**src/core_ctrl_pkg.sv**
```systemverilog
////////////////////////////////////////
// shared definitions for the core control block
// setting addresses match the host driver map, only the low data bits are kept
////////////////////////////////////////

package core_ctrl_pkg;

    ////////////////////////////////////////
    // settings bus addresses
    ////////////////////////////////////////
    localparam logic [7:0] SR_CORE_MISC     = 8'd16;
    localparam logic [7:0] SR_CORE_READBACK = 8'd32;
    localparam logic [7:0] SR_CORE_GPSDO_ST = 8'd40;
    localparam logic [7:0] SR_CORE_PPS_SEL  = 8'd48;

    ////////////////////////////////////////
    // compatibility readback
    ////////////////////////////////////////
    localparam logic [31:0] COMPAT_SIGNATURE = 32'hACE0BA5E;
    localparam logic [15:0] COMPAT_MAJOR     = 16'h000B;
    localparam logic [15:0] COMPAT_MINOR     = 16'h0000;

    // single radio build
    localparam logic [7:0]  RADIO_STATUS     = 8'h01;

    // pps source choice, value of the PPS select register
    typedef enum logic [1:0] {
        PPS_GPSDO = 2'd0,
        PPS_EXT   = 2'd1,
        PPS_INT   = 2'd2,
        PPS_OFF   = 2'd3
    } pps_sel_e;

    // readback word choice
    typedef enum logic [1:0] {
        RB_COMPAT = 2'd0,
        // spi core is not present, slot reads zero
        RB_SPI    = 2'd1,
        RB_STATUS = 2'd2,
        RB_LOCK   = 2'd3
    } rb_sel_e;

    // settings bus write, one cycle strobe
    typedef struct packed {
        logic        stb;
        logic [7:0]  addr;
        logic [31:0] data;
    } set_bus_t;

    // registered core configuration
    typedef struct packed {
        logic [31:0] misc_outs;
        rb_sel_e     rb_sel;
        logic [7:0]  gpsdo_st;
        pps_sel_e    pps_sel;
    } core_cfg_t;

endpackage

```
**src/core_ctrl_top.sv**
```systemverilog
////////////////////////////////////////
// board core control, single radio_clk domain
// settings strobe is a plain one cycle pulse, no handshake
////////////////////////////////////////

`timescale 1ns/1ps

module core_ctrl_top
    import core_ctrl_pkg::*;
#(
    parameter int PPS_PERIOD = 100000000
) (
    input  logic        i_radio_clk,
    input  logic        i_bus_rst,
    // settings bus
    input  set_bus_t    i_set,
    // pps inputs
    input  logic        i_pps_gpsdo,
    input  logic        i_pps_ext,
    // status inputs
    input  logic [1:0]  i_lock,
    input  logic [31:0] i_rb_misc,
    // outputs
    output logic [31:0] o_misc_outs,
    output logic [63:0] o_rb_data,
    output logic        o_pps
);

    core_cfg_t cfg;

    ////////////////////////////////////////
    // setting registers
    ////////////////////////////////////////

    core_settings_regs u_settings_regs (
        .i_radio_clk (i_radio_clk),
        .i_bus_rst   (i_bus_rst),
        .i_set       (i_set),
        .o_cfg       (cfg)
    );

    assign o_misc_outs = cfg.misc_outs;

    ////////////////////////////////////////
    // pps and readback
    ////////////////////////////////////////

    pps_source_sel #(
        .PPS_PERIOD (PPS_PERIOD)
    ) u_pps_source_sel (
        .i_radio_clk (i_radio_clk),
        .i_bus_rst   (i_bus_rst),
        .i_pps_gpsdo (i_pps_gpsdo),
        .i_pps_ext   (i_pps_ext),
        .i_pps_sel   (cfg.pps_sel),
        .o_pps       (o_pps)
    );

    status_readback u_status_readback (
        .i_radio_clk (i_radio_clk),
        .i_bus_rst   (i_bus_rst),
        .i_lock      (i_lock),
        .i_rb_misc   (i_rb_misc),
        .i_rb_sel    (cfg.rb_sel),
        .i_gpsdo_st  (cfg.gpsdo_st),
        .o_rb_data   (o_rb_data)
    );

endmodule

```
**src/core_settings_regs.sv**
```systemverilog
////////////////////////////////////////
// core setting registers, written one cycle after the strobe
// gpsdo status has no reset and reads X until first written
////////////////////////////////////////

`timescale 1ns/1ps

module core_settings_regs
    import core_ctrl_pkg::*;
(
    input  logic      i_radio_clk,
    input  logic      i_bus_rst,
    input  set_bus_t  i_set,
    output core_cfg_t o_cfg
);

    ////////////////////////////////////////
    // address decode
    ////////////////////////////////////////

    logic wr_misc;
    logic wr_rb_sel;
    logic wr_gpsdo_st;
    logic wr_pps_sel;

    // unmapped addresses match nothing and are dropped
    assign wr_misc     = i_set.stb && (i_set.addr == SR_CORE_MISC);
    assign wr_rb_sel   = i_set.stb && (i_set.addr == SR_CORE_READBACK);
    assign wr_gpsdo_st = i_set.stb && (i_set.addr == SR_CORE_GPSDO_ST);
    assign wr_pps_sel  = i_set.stb && (i_set.addr == SR_CORE_PPS_SEL);

    ////////////////////////////////////////
    // register storage
    ////////////////////////////////////////

    logic [31:0] misc_outs_q;
    rb_sel_e     rb_sel_q;
    logic [7:0]  gpsdo_st_q;
    pps_sel_e    pps_sel_q;

    // control fields
    always_ff @(posedge i_radio_clk) begin
        if (i_bus_rst) begin
            misc_outs_q <= 32'h0;
            rb_sel_q    <= RB_COMPAT;
            pps_sel_q   <= PPS_GPSDO;
        end else begin
            if (wr_misc) begin
                misc_outs_q <= i_set.data;
            end
            if (wr_rb_sel) begin
                rb_sel_q <= rb_sel_e'(i_set.data[1:0]);
            end
            if (wr_pps_sel) begin
                pps_sel_q <= pps_sel_e'(i_set.data[1:0]);
            end
        end
    end

    // gpsdo status survives a core reset
    always_ff @(posedge i_radio_clk) begin
        if (wr_gpsdo_st) begin
            gpsdo_st_q <= i_set.data[7:0];
        end
    end

    ////////////////////////////////////////
    // configuration out
    ////////////////////////////////////////

    always_comb begin
        o_cfg           = '0;
        o_cfg.misc_outs = misc_outs_q;
        o_cfg.rb_sel    = rb_sel_q;
        o_cfg.gpsdo_st  = gpsdo_st_q;
        o_cfg.pps_sel   = pps_sel_q;
    end

endmodule

```
**src/pps_source_sel.sv**
```systemverilog
////////////////////////////////////////
// pps source mux, every source sees two sync flops
// PPS_PERIOD is in radio_clk cycles, output high for the first half
////////////////////////////////////////

`timescale 1ns/1ps

module pps_source_sel
    import core_ctrl_pkg::*;
#(
    parameter int PPS_PERIOD = 100000000
) (
    input  logic     i_radio_clk,
    input  logic     i_bus_rst,
    input  logic     i_pps_gpsdo,
    input  logic     i_pps_ext,
    input  pps_sel_e i_pps_sel,
    output logic     o_pps
);

    localparam int CNT_W = (PPS_PERIOD > 1) ? $clog2(PPS_PERIOD) : 1;

    localparam logic [CNT_W-1:0] CNT_LAST = CNT_W'(PPS_PERIOD - 1);
    localparam logic [CNT_W-1:0] CNT_HALF = CNT_W'(PPS_PERIOD / 2);

    ////////////////////////////////////////
    // internal pps generator
    ////////////////////////////////////////

    logic [CNT_W-1:0] pps_cnt;
    logic             pps_int;

    always_ff @(posedge i_radio_clk) begin
        if (i_bus_rst) begin
            pps_cnt <= '0;
        end else if (pps_cnt == CNT_LAST) begin
            pps_cnt <= '0;
        end else begin
            pps_cnt <= pps_cnt + 1'b1;
        end
    end

    // high during the first half of each period
    assign pps_int = (pps_cnt < CNT_HALF);

    ////////////////////////////////////////
    // source synchronizers
    ////////////////////////////////////////

    // bit 0 gpsdo, bit 1 external, bit 2 internal
    logic [2:0] pps_raw;
    logic [2:0] pps_meta;
    logic [2:0] pps_sync;

    assign pps_raw = {pps_int, i_pps_ext, i_pps_gpsdo};

    always_ff @(posedge i_radio_clk) begin
        if (i_bus_rst) begin
            pps_meta <= 3'b000;
            pps_sync <= 3'b000;
        end else begin
            pps_meta <= pps_raw;
            pps_sync <= pps_meta;
        end
    end

    ////////////////////////////////////////
    // source select
    ////////////////////////////////////////

    always_comb begin
        case (i_pps_sel)
            PPS_GPSDO: o_pps = pps_sync[0];
            PPS_EXT:   o_pps = pps_sync[1];
            PPS_INT:   o_pps = pps_sync[2];
            // no pps to the radio
            PPS_OFF:   o_pps = 1'b0;
            default:   o_pps = 1'b0;
        endcase
    end

endmodule

```
**src/status_readback.sv**
```systemverilog
////////////////////////////////////////
// 64 bit readback word, combinational on the select
// lock bits arrive two cycles late through their sync flops
////////////////////////////////////////

`timescale 1ns/1ps

module status_readback
    import core_ctrl_pkg::*;
(
    input  logic        i_radio_clk,
    input  logic        i_bus_rst,
    input  logic [1:0]  i_lock,
    input  logic [31:0] i_rb_misc,
    input  rb_sel_e     i_rb_sel,
    input  logic [7:0]  i_gpsdo_st,
    output logic [63:0] o_rb_data
);

    ////////////////////////////////////////
    // front end lock sync
    ////////////////////////////////////////

    logic [1:0] lock_meta;
    logic [1:0] lock_sync;

    always_ff @(posedge i_radio_clk) begin
        if (i_bus_rst) begin
            lock_meta <= 2'b00;
            lock_sync <= 2'b00;
        end else begin
            lock_meta <= i_lock;
            lock_sync <= lock_meta;
        end
    end

    ////////////////////////////////////////
    // readback mux
    ////////////////////////////////////////

    always_comb begin
        case (i_rb_sel)
            RB_COMPAT: begin
                o_rb_data = {COMPAT_SIGNATURE, COMPAT_MAJOR, COMPAT_MINOR};
            end
            RB_SPI: begin
                // spi slot left empty
                o_rb_data = 64'h0;
            end
            RB_STATUS: begin
                o_rb_data = {16'h0, RADIO_STATUS, i_gpsdo_st, i_rb_misc};
            end
            RB_LOCK: begin
                o_rb_data = {62'h0, lock_sync};
            end
            default: begin
                o_rb_data = 64'h0;
            end
        endcase
    end

endmodule
```
**config.mk**
```make
export PLATFORM = sky130hd
export DESIGN_NAME = core_ctrl_top
export DESIGN_NICKNAME = d
export VERILOG_FILES = /design/src/core_ctrl_pkg.sv /design/src/core_ctrl_top.sv /design/src/core_settings_regs.sv /design/src/pps_source_sel.sv /design/src/status_readback.sv
export SDC_FILE = /design/constraint.sdc
export NUM_CORES = 1
export LEC_CHECK = 0
export BUFFER_PORTS_ARGS = -buffer_cell sky130_fd_sc_hd__buf_2
export CELL_PAD_IN_SITES_DETAIL_PLACEMENT = 1
export CELL_PAD_IN_SITES_GLOBAL_PLACEMENT = 1
export CORE_ASPECT_RATIO = 0.9
export CORE_UTILIZATION = 30
export CTS_BUF_LIST = sky130_fd_sc_hd__clkbuf_16
export DETAILED_ROUTE_END_ITERATION = 10
export MAX_ROUTING_LAYER = met4
export PLACE_DENSITY = 0.83
export SETUP_SLACK_MARGIN = 0.1
export SLEW_MARGIN = 20
export SYNTH_ARGS = -nofsm -noshare
export SYNTH_HDL_FRONTEND = slang
export SYNTH_SLANG_ARGS = --single-unit
```
**constraint.sdc**
```tcl
create_clock -name i_radio_clk -period 2 [get_ports i_radio_clk]
set_input_delay 0.1 -clock i_radio_clk [delete_from_list [all_inputs] [get_ports i_radio_clk]]
set_output_delay 0.1 -clock i_radio_clk [all_outputs]
set_load 0.03 [all_outputs]
```
==> run_summary.xml, run 1 <==
<?xml version="1.0" encoding="UTF-8"?>
<metrics>
  <group name="timing">
    <metric name="worst_slew_pin_slew" unit="ps">556</metric>
    <metric name="hold_viol" unit="">1</metric>
    <metric name="totalNegativeSetupSlack" unit="ps">-402</metric>
    <metric name="max_clock_freq" unit="GHz">0.491</metric>
    <metric name="finalWorstSetupSlack" unit="ps">-37.5</metric>
    <metric name="hold_worst_slack" unit="ps">-5.52</metric>
    <metric name="maxSlewHeadroom" unit="%">62.6</metric>
    <metric name="layout_min_cycle_time" unit="ps">2040</metric>
    <metric name="final-max-slew-violation-count" unit="">0</metric>
    <metric name="finalSetupViolations" unit="">19</metric>
    <metric name="grt_setup_unrepaired" unit="">yes</metric>
    <metric name="share_of_the_cycle_needed_by_the_critical_path_after_routing" unit="%">102</metric>
    <metric name="finClkSkew" unit="ps">7.39</metric>
  </group>
  <group name="critical_path">
    <metric name="timing.critical_path.slowest_cell_delay" unit="ps">540</metric>
    <metric name="endpoint_kind" unit="">register</metric>
    <metric name="cp_slowest_cell" unit="">or4_4</metric>
    <metric name="crit_family" unit="">simple AND/OR/NAND/NOR gates</metric>
    <metric name="timing.critical_path.fanout_max" unit="">5</metric>
    <metric name="cp.arrival" unit="ps">2250</metric>
    <metric name="timing.critical_path.cells" unit="">or4_4, or4_4, o31ai_4, buf_6, clkbuf_16, a21oi_2</metric>
    <metric name="required" unit="ps">2220</metric>
    <metric name="cp_common_cell" unit="">or4_4</metric>
    <metric name="path_buf_inv" unit="">2</metric>
    <metric name="critPathKind" unit="">register to register</metric>
    <metric name="cp_num_cells" unit="">6</metric>
    <metric name="worst_reg_to_reg_cells" unit="">6</metric>
    <metric name="critPathLaunchType" unit="">register</metric>
  </group>
  <group name="run_status">
    <metric name="outcome" unit="">finished, violations left</metric>
    <metric name="violations" unit="">hold timing, setup timing</metric>
  </group>
  <group name="clock_network">
    <metric name="tritoncts" unit="">yes</metric>
    <metric name="clkTransAtPathRegs" unit="ps">60</metric>
    <metric name="cts-buffers-inserted" unit="">9</metric>
    <metric name="cts-root-buf" unit="">clkbuf_16</metric>
    <metric name="clk_path_buf_depth" unit="">2</metric>
    <metric name="cts_max_level" unit="">3</metric>
    <metric name="clk-insertion-delay-late" unit="ps">330</metric>
    <metric name="clock_sinks" unit="">81</metric>
  </group>
  <group name="route">
    <metric name="met3_length" unit="microns">721</metric>
    <metric name="route.top_layer_used" unit="">met4</metric>
    <metric name="routed-via-count" unit="">3487</metric>
    <metric name="route.detailed.drc" unit="">0</metric>
    <metric name="vias_per_cell" unit="">4.72</metric>
    <metric name="route.final.wire_length" unit="mm">11.4</metric>
    <metric name="first_iter_violations" unit="">136</metric>
    <metric name="wl_met2" unit="mm">6.10</metric>
    <metric name="post_route_antenna_net_violation_count" unit="">0</metric>
    <metric name="avgRoutedWirePerCell" unit="microns">15.5</metric>
    <metric name="route.layer.met1.wl" unit="mm">4.33</metric>
    <metric name="dr.pass1.iters" unit="">4</metric>
  </group>
  <group name="synth">
    <metric name="synth-edff-count" unit="">8</metric>
    <metric name="synth-seq-cells" unit="">81</metric>
    <metric name="synth-xor-area-share" unit="%">2.45</metric>
    <metric name="synthDominantAreaCellType" unit="">dfxtp_1</metric>
    <metric name="synth.area.mux_share" unit="%">9.92</metric>
    <metric name="synth.yosys.seq_area_share" unit="%">43.2</metric>
    <metric name="synth.most_common_cell" unit="">dfxtp_1</metric>
    <metric name="yosys.area_share.adder" unit="%">0.318</metric>
    <metric name="yosys.area_share.simple" unit="%">22.8</metric>
    <metric name="synth_warnings" unit="">0</metric>
    <metric name="dominantRegCellSynth" unit="">dfxtp_1</metric>
    <metric name="unique_cell_type_count_in_the_yosys_netlist" unit="">40</metric>
    <metric name="synth_top_family_by_area" unit="">simple AND/OR/NAND/NOR gates</metric>
    <metric name="synth.area.top_cells" unit="">dfxtp_1 37%, buf_4 10%, mux2i_1 9.9%, edfxtp_1 6.1%, and2_1 5.1%</metric>
    <metric name="post_synth.cell_area_avg" unit="sq um">9.22</metric>
    <metric name="synth_largest_type_area_fraction" unit="%">37.1</metric>
    <metric name="synth.top_cells.by_count" unit="">73 x dfxtp_1, 55 x buf_4, 50 x nor2_1</metric>
    <metric name="netlist_area" unit="sq um">3940</metric>
    <metric name="async_flop_share" unit="%">0</metric>
    <metric name="area_fraction_in_compound_gates_after_synthesis" unit="%">6.58</metric>
    <metric name="synthCells" unit="">427</metric>
  </group>
  <group name="placed_design">
    <metric name="port_buffers" unit="">164</metric>
    <metric name="place_congestion" unit="">0.818</metric>
    <metric name="place_area" unit="sq um">4630</metric>
    <metric name="dp_hpwl" unit="mm">8.24</metric>
  </group>
  <group name="final_layout">
    <metric name="filler_cell_count" unit="">1495</metric>
    <metric name="areaGrowthSynthToFinish" unit="%">30.0</metric>
    <metric name="layout-drive-gt1-share" unit="%">38.4</metric>
    <metric name="final_core_utilization" unit="%">40.2</metric>
    <metric name="post-route-cell-area" unit="sq um">5110</metric>
    <metric name="final_net_count" unit="">651</metric>
    <metric name="diodes" unit="">0</metric>
  </group>
  <group name="pwr">
    <metric name="max-vdd-ir-drop" unit="V">0.000455</metric>
    <metric name="power.static_leakage" unit="uW">0.00251</metric>
    <metric name="cellPowerDensity" unit="nW/um^2">646</metric>
  </group>
  <group name="worst_hold_path">
    <metric name="timing.hold.worst_path_depth" unit="">2</metric>
    <metric name="min_path_type" unit="">input port to register</metric>
  </group>
  <group name="floorplan">
    <metric name="fp.dieH" unit="microns">111</metric>
    <metric name="num_rows" unit="">39</metric>
    <metric name="num_io_pins" unit="">176</metric>
    <metric name="floorplan.initialDensity" unit="%">30.9</metric>
    <metric name="die_w" unit="microns">123</metric>
    <metric name="fp.dieArea" unit="sq um">13600</metric>
    <metric name="core_region_area" unit="sq um">12700</metric>
  </group>
  <group name="run">
    <metric name="max_cap_violations" unit="">0</metric>
  </group>
  <group name="grt">
    <metric name="grt_antenna_before_repair" unit="">0</metric>
    <metric name="grt_max_degree" unit="">32</metric>
    <metric name="grtUsageTotal" unit="%">17.0</metric>
    <metric name="grt_first_pass_wirelength" unit="mm">17.2</metric>
    <metric name="grt_overflow" unit="">0</metric>
    <metric name="number_of_global_route_vias_before_repair" unit="">3520</metric>
  </group>
</metrics>
through the flow:
| stage | power [uW] | std cells | setup WS (ps) |
|---|---|---|---|
| floorplan | 1800 | 437 | 103 |
| global placement | 1880 | 708 | 65.5 |
| detailed placement | 1880 | 708 | 10.1 |
| CTS | 3330 | 734 | 4.90 |
| global route | 3430 | 739 | -69.6 |
| finish | 3300 | 739 | -37.5 |
registers in the layout, summed over array words and instances (netlist names):
| register | cells |
|---|---|
| u_settings_regs.misc_outs_q | 32 |
| u_pps_source_sel.pps_cnt | 27 |
| u_settings_regs.gpsdo_st_q | 8 |
| u_pps_source_sel.pps_meta | 3 |
| u_pps_source_sel.pps_sync | 3 |
| u_settings_regs.pps_sel_q | 2 |
| u_settings_regs.rb_sel_q | 2 |
| u_status_readback.lock_meta | 2 |
| u_status_readback.lock_sync | 2 |
power breakdown:
group | internal (uW) | switching (uW)
Combinational | 103 | 112
Clock | 816 | 609
Sequential | 1650 | 9.75
Total | 2570 | 731
area by class of cell:
type	count	area, sq um	share of cell area, %
Tap cell	164	205	4.01
Timing Repair Buffer	199	1150	22.5
Clock buffer	9	225	4.40
Multi-Input combinational cell	267	1750	34.3
Clock inverter	6	30.0	0.587
Inverter	13	48.8	0.954
Sequential cell	81	1700	33.3
worst register-to-register path, stage by stage (launching register included):
cell and delay, ps:
dfxtp_2 320, or4_4 540, or4_4 520, o31ai_4 200, buf_6 160, clkbuf_16 160, a21oi_2 30
worst paths after layout:
check	startpoint	end	slack, ps
worst max-delay path	u_pps_source_sel.pps_cnt[10]	u_pps_source_sel.pps_cnt[13]	-40
worst min-delay path	i_pps_ext	u_pps_source_sel.pps_meta[1]	-6
worst max register to register	u_pps_source_sel.pps_cnt[10]	u_pps_source_sel.pps_cnt[13]	-40
worst min register to register	u_pps_source_sel.pps_meta[1]	u_pps_source_sel.pps_sync[1]	450
cell usage in the layout, fill, tap and decap left out, drive strengths merged, types with 2 or more instances in the layout:
| master | netlist | layout |
|---|---|---|
| a21oi | 24 | 24 |
| and2 | 32 | 32 |
| and3 | 6 | 6 |
| and4 | 3 | 3 |
| buf | 62 | 187 |
| clkbuf | 14 | 10 |
| clkinv | 0 | 3 |
| conb | 1 | 11 |
| dfxtp | 73 | 73 |
| dlygate4sd3 | 0 | 11 |
| edfxtp | 8 | 8 |
| inv | 13 | 15 |
| mux2i | 39 | 39 |
| nand2 | 6 | 6 |
| nand3 | 13 | 13 |
| nand4 | 14 | 14 |
| nor2 | 50 | 50 |
| nor2b | 15 | 15 |
| o2111ai | 2 | 2 |
| o21ai | 9 | 9 |
| o31ai | 6 | 6 |
| or2 | 2 | 2 |
| or3 | 8 | 8 |
| or4 | 7 | 7 |
| xnor2 | 3 | 3 |
| xor2 | 8 | 8 |
what timing repair did:
| action | in CTS | in global routing |
|---|---|---|
| hold buffers | 11 | 0 |
| pin swaps | 0 | 3 |
| setup buffers | 0 | 3 |
| hold endpoints to repair | 11 | 0 |
| cloned | 0 | 2 |
| endpoints found under the setup margin | 20 | 21 |
| resized for setup | 0 | 16 |
cell families (layout without fill, tap and decap cells):
logic type                 after synthesis  after routing
DFF                                     81             81
adders and majority gates                1              1
muxes                                   39             39
buffers and inverters                   89            227
xor gates and xnor gates                11             11
other                                    1             11
AOI/OAI and AO/OA                       43             43
and+or+nand+nor                        162            162
routing by layer:
metal	vias to the layer above	GRT usage (%)
li1	1679	-
met1	1676	16.1
met2	114	31.8
met3	18	4.06
met4	0	7.15
met5	-	-
Note: power is estimated with default switching activity, not from simulation.
==> inputs of run 2 (changes only) <==
MAX_ROUTING_LAYER = not set   (was met4)
==> run 2 against run 1 <==
The flow finishes with violations (setup timing). Clock skew grew 0.66 ps. Clock power is essentially flat. Via count is 0.52% higher. First-iteration DRC count increased by 5.9%.
==> run_summary.xml, run 2 (synthesis results as in run 1) <==
<?xml version="1.0" encoding="UTF-8"?>
<metrics>
  <group name="clock_network">
    <metric name="clk_path_buf_depth" unit="">2</metric>
    <metric name="clk-insertion-delay-late" unit="ps">330</metric>
    <metric name="cts-buffers-inserted" unit="">9</metric>
    <metric name="cts_max_level" unit="">3</metric>
    <metric name="cts-root-buf" unit="">clkbuf_16</metric>
    <metric name="clock_sinks" unit="">81</metric>
    <metric name="tritoncts" unit="">yes</metric>
    <metric name="clkTransAtPathRegs" unit="ps">60</metric>
  </group>
  <group name="worst_hold_path">
    <metric name="hold_end" unit="">u_pps_source_sel.pps_meta[1]</metric>
    <metric name="min_path_type" unit="">input port to register</metric>
    <metric name="holdCritStartpoint" unit="">i_pps_ext</metric>
    <metric name="timing.hold.worst_path_depth" unit="">2</metric>
  </group>
  <group name="floorplan">
    <metric name="fp.dieArea" unit="sq um">13600</metric>
    <metric name="num_io_pins" unit="">176</metric>
    <metric name="die_w" unit="microns">123</metric>
    <metric name="core_region_area" unit="sq um">12700</metric>
    <metric name="floorplan.initialDensity" unit="%">30.9</metric>
    <metric name="fp.dieH" unit="microns">111</metric>
    <metric name="num_rows" unit="">39</metric>
  </group>
  <group name="critical_path">
    <metric name="cp_common_cell" unit="">or4_4</metric>
    <metric name="timing.critical_path.cells" unit="">or4_4, or4_4, o31ai_4, buf_6, clkbuf_16, a21oi_2</metric>
    <metric name="timing.rr.end" unit="">u_pps_source_sel.pps_cnt[13]</metric>
    <metric name="critPathKind" unit="">register to register</metric>
    <metric name="cp.arrival" unit="ps">2250</metric>
    <metric name="timing.rr.start" unit="">u_pps_source_sel.pps_cnt[10]</metric>
    <metric name="endpoint_kind" unit="">register</metric>
    <metric name="timing.critical_path.fanout_max" unit="">5</metric>
    <metric name="path_buf_inv" unit="">2</metric>
    <metric name="worst_reg_to_reg_cells" unit="">6</metric>
    <metric name="worst-r2r-setup-slack" unit="ps">-40</metric>
    <metric name="cp_slowest_cell" unit="">or4_4</metric>
    <metric name="cp_num_cells" unit="">6</metric>
    <metric name="crit_family" unit="">simple AND/OR/NAND/NOR gates</metric>
    <metric name="timing.critical_path.slowest_cell_delay" unit="ps">540</metric>
    <metric name="required" unit="ps">2210</metric>
    <metric name="critPathLaunchType" unit="">register</metric>
  </group>
  <group name="final_layout">
    <metric name="layout_top_registers" unit="">u_settings_regs.misc_outs_q (32), u_pps_source_sel.pps_cnt (27), u_settings_regs.gpsdo_st_q (8)</metric>
    <metric name="areaGrowthSynthToFinish" unit="%">30.0</metric>
    <metric name="layout_common_cells" unit="">164 x buf_2, 72 x dfxtp_1, 46 x nor2_1, 39 x mux2i_1, 32 x and2_1</metric>
    <metric name="finish.cell_count_without_fillers" unit="">739</metric>
    <metric name="mostFrequentLayoutCell" unit="">buf_2</metric>
    <metric name="filler_cell_count" unit="">1495</metric>
    <metric name="final_net_count" unit="">651</metric>
    <metric name="diodes" unit="">0</metric>
    <metric name="largest_register_ffs" unit="">32</metric>
    <metric name="layout-drive-gt1-share" unit="%">38.4</metric>
    <metric name="regMostFlops" unit="">u_settings_regs.misc_outs_q</metric>
  </group>
  <group name="grt">
    <metric name="grtUsageTotal" unit="%">16.5</metric>
    <metric name="grt_overflow" unit="">0</metric>
    <metric name="grt_max_degree" unit="">32</metric>
    <metric name="grt_antenna_before_repair" unit="">0</metric>
    <metric name="number_of_global_route_vias_before_repair" unit="">3522</metric>
    <metric name="grt_first_pass_wirelength" unit="mm">17.2</metric>
  </group>
  <group name="run">
    <metric name="max_cap_violations" unit="">0</metric>
  </group>
  <group name="pwr">
    <metric name="power.static_leakage" unit="uW">0.00251</metric>
    <metric name="max-vdd-ir-drop" unit="V">0.000446</metric>
    <metric name="cellPowerDensity" unit="nW/um^2">645</metric>
  </group>
  <group name="timing">
    <metric name="finClkSkew" unit="ps">8.05</metric>
    <metric name="maxSlewHeadroom" unit="%">61.6</metric>
    <metric name="finalSetupViolations" unit="">20</metric>
    <metric name="share_of_the_cycle_needed_by_the_critical_path_after_routing" unit="%">102</metric>
    <metric name="totalNegativeSetupSlack" unit="ps">-390</metric>
    <metric name="hold_viol" unit="">0</metric>
    <metric name="finalWorstSetupSlack" unit="ps">-37.7</metric>
    <metric name="worst_slew_pin_slew" unit="ps">571</metric>
    <metric name="layout_min_cycle_time" unit="ps">2040</metric>
    <metric name="max_clock_freq" unit="GHz">0.491</metric>
    <metric name="final-max-slew-violation-count" unit="">0</metric>
    <metric name="grt_setup_unrepaired" unit="">yes</metric>
    <metric name="hold_worst_slack" unit="ps">1.17</metric>
  </group>
  <group name="placed_design">
    <metric name="port_buffers" unit="">164</metric>
    <metric name="place_congestion" unit="">0.806</metric>
    <metric name="dp_cells" unit="">708</metric>
    <metric name="dp_hpwl" unit="mm">8.24</metric>
    <metric name="place_worst_setup_slack" unit="ps">10.1</metric>
  </group>
  <group name="route">
    <metric name="route.detailed.drc" unit="">0</metric>
    <metric name="vias_per_cell" unit="">4.74</metric>
    <metric name="post_route_antenna_net_violation_count" unit="">0</metric>
    <metric name="avgRoutedWirePerCell" unit="microns">15.4</metric>
    <metric name="route.final.wire_length" unit="mm">11.4</metric>
    <metric name="first_iter_violations" unit="">144</metric>
    <metric name="routed-via-count" unit="">3505</metric>
    <metric name="dr.pass1.iters" unit="">4</metric>
  </group>
  <group name="run_status">
    <metric name="violations" unit="">setup timing</metric>
    <metric name="outcome" unit="">finished, violations left</metric>
  </group>
</metrics>
[run 2: cell counts in the layout (fill, tap and decap cells not counted)]
No cell type changed its count.
[run 2: report_power, final]
| part | total [uW] | internal (uW) | switching (uW) | leakage [uW] |
|---|---|---|---|---|
| sequential | 1660 | 1650 | 9.70 | 0.000663 |
| clock | 1420 | 816 | 603 | 0.000133 |
| combinational | 214 | 103 | 112 | 0.00171 |
| total | 3300 | 2570 | 724 | 0.00251 |
[run 2: worst register-to-register path, cell delays in order (launching register included)]
cell       delay (ps)
dfxtp_2           320
or4_4             540
or4_4             520
o31ai_4           200
buf_6             160
clkbuf_16         160
a21oi_2            30
[run 2: what timing repair did]
item | 4_1_cts | 5_1_grt
pin swaps | 0 | 3
cloned | 0 | 2
hold buffers | 11 | 0
setup endpoints to repair | 20 | 21
gates resized for setup | 0 | 16
setup buffers | 0 | 3
hold endpoints to repair | 11 | 0
[run 2: area by class of cell]
class | count | area [sq um] | area share, %
inverter | 13 | 48.8 | 0.954
clock buffer | 9 | 225 | 4.40
multi-input combinational | 267 | 1750 | 34.3
clock inverter | 6 | 30.0 | 0.587
timing repair buffer | 199 | 1150 | 22.5
sequential | 81 | 1700 | 33.3
tap | 164 | 205 | 4.01
[run 2: stage by stage]
| stage | utilization (%) | total power [uW] | instance area [sq um] |
|---|---|---|---|
| after global routing | 40.2 | 3430 | 5110 |
| final | 40.2 | 3300 | 5110 |
| after floorplan | - | 1800 | 3970 |
| after detailed placement | 36.3 | 1880 | 4630 |
| after CTS | 39.2 | 3330 | 4990 |
| after global placement | 36.3 | 1880 | 4630 |
[run 2: how the worst max path moves through the flow]
stage                     slack [ps]                    startpoint                            to
after global placement            70  u_pps_source_sel.pps_cnt[10]  u_pps_source_sel.pps_cnt[24]
final                            -40  u_pps_source_sel.pps_cnt[10]  u_pps_source_sel.pps_cnt[13]
after detailed placement          10  u_pps_source_sel.pps_cnt[10]  u_pps_source_sel.pps_cnt[16]
after floorplan                  100  u_pps_source_sel.pps_cnt[10]  u_pps_source_sel.pps_cnt[21]
after global routing             -70  u_pps_source_sel.pps_cnt[10]  u_pps_source_sel.pps_cnt[16]
after CTS                          5  u_pps_source_sel.pps_cnt[10]  u_pps_source_sel.pps_cnt[22]
[run 2: metal layers]
layer  track usage, %  wire [microns]  up-vias
met2             31.8            6100      124
met5                0               0        -
li1                 -               -     1682
met4             7.15             261        0
met3             4.06             747       18
met1             16.1            4270     1681
==> inputs of run 3 (changes only) <==
PLACE_DENSITY = 0.8   (was 0.83)
clock period = 2.3 ns   (was 2 ns; I/O delays follow)
==> run 3 against run 2 <==
The flow now finishes without violations. Count of clock-buffer cells in the layout is 1 higher. Register-to-register slack better by 270 ps. First-iteration DRC count is 12% lower. Clock skew is 1.8 ps lower. Via count is 3.2% lower. Critical path depth is 1 lower. Core utilization is 1.3 points lower. Largest power group unchanged.
==> run_summary.xml, run 3 (synthesis results as in run 1) <==
<?xml version="1.0" encoding="UTF-8"?>
<metrics>
  <group name="grt">
    <metric name="number_of_global_route_vias_before_repair" unit="">3304</metric>
    <metric name="grt_max_degree" unit="">34</metric>
    <metric name="grt_first_pass_wirelength" unit="mm">16.4</metric>
    <metric name="grtUsageTotal" unit="%">15.1</metric>
    <metric name="grt_overflow" unit="">0</metric>
    <metric name="grt_antenna_before_repair" unit="">0</metric>
  </group>
  <group name="floorplan">
    <metric name="core_region_area" unit="sq um">12700</metric>
    <metric name="fp.dieArea" unit="sq um">13600</metric>
    <metric name="num_io_pins" unit="">176</metric>
    <metric name="floorplan.initialDensity" unit="%">30.9</metric>
    <metric name="num_rows" unit="">39</metric>
    <metric name="fp.dieH" unit="microns">111</metric>
    <metric name="die_w" unit="microns">123</metric>
  </group>
  <group name="placed_design">
    <metric name="place_congestion" unit="">0.832</metric>
    <metric name="place_worst_setup_slack" unit="ps">248</metric>
    <metric name="place_area" unit="sq um">4580</metric>
    <metric name="dp_hpwl" unit="mm">8.14</metric>
    <metric name="port_buffers" unit="">164</metric>
  </group>
  <group name="clock_network">
    <metric name="cts-root-buf" unit="">clkbuf_16</metric>
    <metric name="clk-insertion-delay-late" unit="ps">330</metric>
    <metric name="clkTransAtPathRegs" unit="ps">60</metric>
    <metric name="cts-buffers-inserted" unit="">9</metric>
    <metric name="clk_path_buf_depth" unit="">2</metric>
    <metric name="clock_sinks" unit="">81</metric>
    <metric name="post-cts-setup-buffers" unit="">0</metric>
    <metric name="tritoncts" unit="">yes</metric>
    <metric name="cts_max_level" unit="">3</metric>
  </group>
  <group name="timing">
    <metric name="finClkSkew" unit="ps">6.29</metric>
    <metric name="totalNegativeSetupSlack" unit="ps">0</metric>
    <metric name="finalWorstSetupSlack" unit="ps">231</metric>
    <metric name="hold_viol" unit="">0</metric>
    <metric name="final-max-slew-violation-count" unit="">0</metric>
    <metric name="maxSlewHeadroom" unit="%">59.2</metric>
    <metric name="hold_worst_slack" unit="ps">28.1</metric>
    <metric name="grt_setup_unrepaired" unit="">no</metric>
    <metric name="worst_slew_pin_slew" unit="ps">612</metric>
    <metric name="share_of_the_cycle_needed_by_the_critical_path_after_routing" unit="%">90.0</metric>
    <metric name="finalSetupViolations" unit="">0</metric>
    <metric name="layout_min_cycle_time" unit="ps">2070</metric>
    <metric name="max_clock_freq" unit="GHz">0.483</metric>
  </group>
  <group name="critical_path">
    <metric name="timing.critical_path.fanout_max" unit="">8</metric>
    <metric name="path_buf_inv" unit="">1</metric>
    <metric name="timing.critical_path.cells" unit="">or4_4, or4_4, o31ai_4, buf_4, a21oi_1</metric>
    <metric name="cp_common_cell" unit="">or4_4</metric>
    <metric name="cp.arrival" unit="ps">2270</metric>
    <metric name="crit_family" unit="">simple AND/OR/NAND/NOR gates</metric>
    <metric name="cp_slowest_cell" unit="">or4_4</metric>
    <metric name="endpoint_kind" unit="">register</metric>
    <metric name="required" unit="ps">2500</metric>
    <metric name="critPathLaunchType" unit="">register</metric>
    <metric name="timing.critical_path.slowest_cell_delay" unit="ps">560</metric>
    <metric name="critPathKind" unit="">register to register</metric>
  </group>
  <group name="route">
    <metric name="route.final.wire_length" unit="mm">10.4</metric>
    <metric name="route.detailed.drc" unit="">0</metric>
    <metric name="vias_per_cell" unit="">4.67</metric>
    <metric name="first_iter_violations" unit="">127</metric>
    <metric name="dr.pass1.iters" unit="">4</metric>
    <metric name="post_route_antenna_net_violation_count" unit="">0</metric>
    <metric name="avgRoutedWirePerCell" unit="microns">14.4</metric>
    <metric name="routed-via-count" unit="">3393</metric>
  </group>
  <group name="final_layout">
    <metric name="post-route-cell-area" unit="sq um">4950</metric>
    <metric name="layout-drive-gt1-share" unit="%">34.7</metric>
    <metric name="regMostFlops" unit="">u_settings_regs.misc_outs_q</metric>
    <metric name="layout_top_registers" unit="">u_settings_regs.misc_outs_q (32), u_pps_source_sel.pps_cnt (27), u_settings_regs.gpsdo_st_q (8)</metric>
    <metric name="diodes" unit="">0</metric>
    <metric name="areaGrowthSynthToFinish" unit="%">25.7</metric>
    <metric name="largest_register_ffs" unit="">32</metric>
    <metric name="final_net_count" unit="">638</metric>
    <metric name="mostFrequentLayoutCell" unit="">buf_2</metric>
    <metric name="layout_common_cells" unit="">164 x buf_2, 73 x dfxtp_1, 50 x nor2_1, 39 x mux2i_1, 32 x and2_1</metric>
    <metric name="filler_cell_count" unit="">1516</metric>
  </group>
  <group name="pwr">
    <metric name="comb_power_share" unit="%">5.9</metric>
    <metric name="seq_power_share" unit="%">49.8</metric>
    <metric name="cellPowerDensity" unit="nW/um^2">587</metric>
    <metric name="max-vdd-ir-drop" unit="V">0.000287</metric>
    <metric name="power.total" unit="uW">2900</metric>
    <metric name="switching_share" unit="%">21.0</metric>
    <metric name="design_internal_power" unit="uW">2290</metric>
    <metric name="power.static_leakage" unit="uW">0.00244</metric>
    <metric name="power.net_switching" unit="uW">610</metric>
    <metric name="clock_power_share" unit="%">44.3</metric>
  </group>
  <group name="run_status">
    <metric name="outcome" unit="">finished, final reports clean</metric>
  </group>
  <group name="run">
    <metric name="max_cap_violations" unit="">0</metric>
  </group>
  <group name="worst_hold_path">
    <metric name="min_path_type" unit="">input port to register</metric>
  </group>
</metrics>
==> run 3: through the flow <==
stage / utilization, % / std cells
floorplan: - / 437
global placement: 35.9 / 701
detailed placement: 35.9 / 701
CTS: 38.8 / 726
global route: 38.8 / 726
finish: 38.8 / 726
==> run 3: routing by layer <==
| layer | wire [microns] | part of all wire (%) | global-route usage (%) |
|---|---|---|---|
| met1 | 4210 | 40 | 17.0 |
| met2 | 5410 | 52 | 27.7 |
| met3 | 667 | 6.4 | 3.60 |
| met4 | 139 | 1.3 | 4.63 |
| met5 | 0 | 0 | 0 |
==> run 3: layout make-up <==
| cell class | count | area, sq um | share of cell area, % |
|---|---|---|---|
| multi-input combinational | 267 | 1700 | 34.3 |
| inverter | 13 | 48.8 | 0.986 |
| clock inverter | 5 | 21.3 | 0.430 |
| sequential | 81 | 1700 | 34.4 |
| timing repair buffer | 186 | 1020 | 20.7 |
| tap | 164 | 205 | 4.15 |
| clock buffer | 10 | 250 | 5.06 |
==> run 3: worst min-delay path: stages <==
cell,delay [ps]
buf_2,70
mux2i_1,50
nor2_1,70
==> run 3: path summary, 6_finish.rpt <==
check | from | end | cells past startpoint | slack (ps)
hold reg to reg | u_pps_source_sel.pps_meta[0] | u_pps_source_sel.pps_sync[0] | 1 | 450
hold / removal | i_set[19] | u_settings_regs.misc_outs_q[19] | 3 | 30
setup / recovery | u_pps_source_sel.pps_cnt[10] | u_pps_source_sel.pps_cnt[17] | 5 | 230
setup reg to reg | u_pps_source_sel.pps_cnt[10] | u_pps_source_sel.pps_cnt[17] | 5 | 230
==> run 3: power groups by stage <==
stage / clock [uW] / sequential [uW] / combinational [uW]
floorplan: 0 / 1480 / 90.7
global placement: 0 / 1480 / 153
detailed placement: 0 / 1480 / 157
CTS: 1330 / 1450 / 171
global route: 1380 / 1450 / 187
finish: 1290 / 1450 / 170
==> run 3: repair_timing <==
item	in CTS	in global routing
endpoints found under the hold margin	10	0
resized for setup	0	0
endpoints found under the setup margin	0	0
hold buffers	10	0
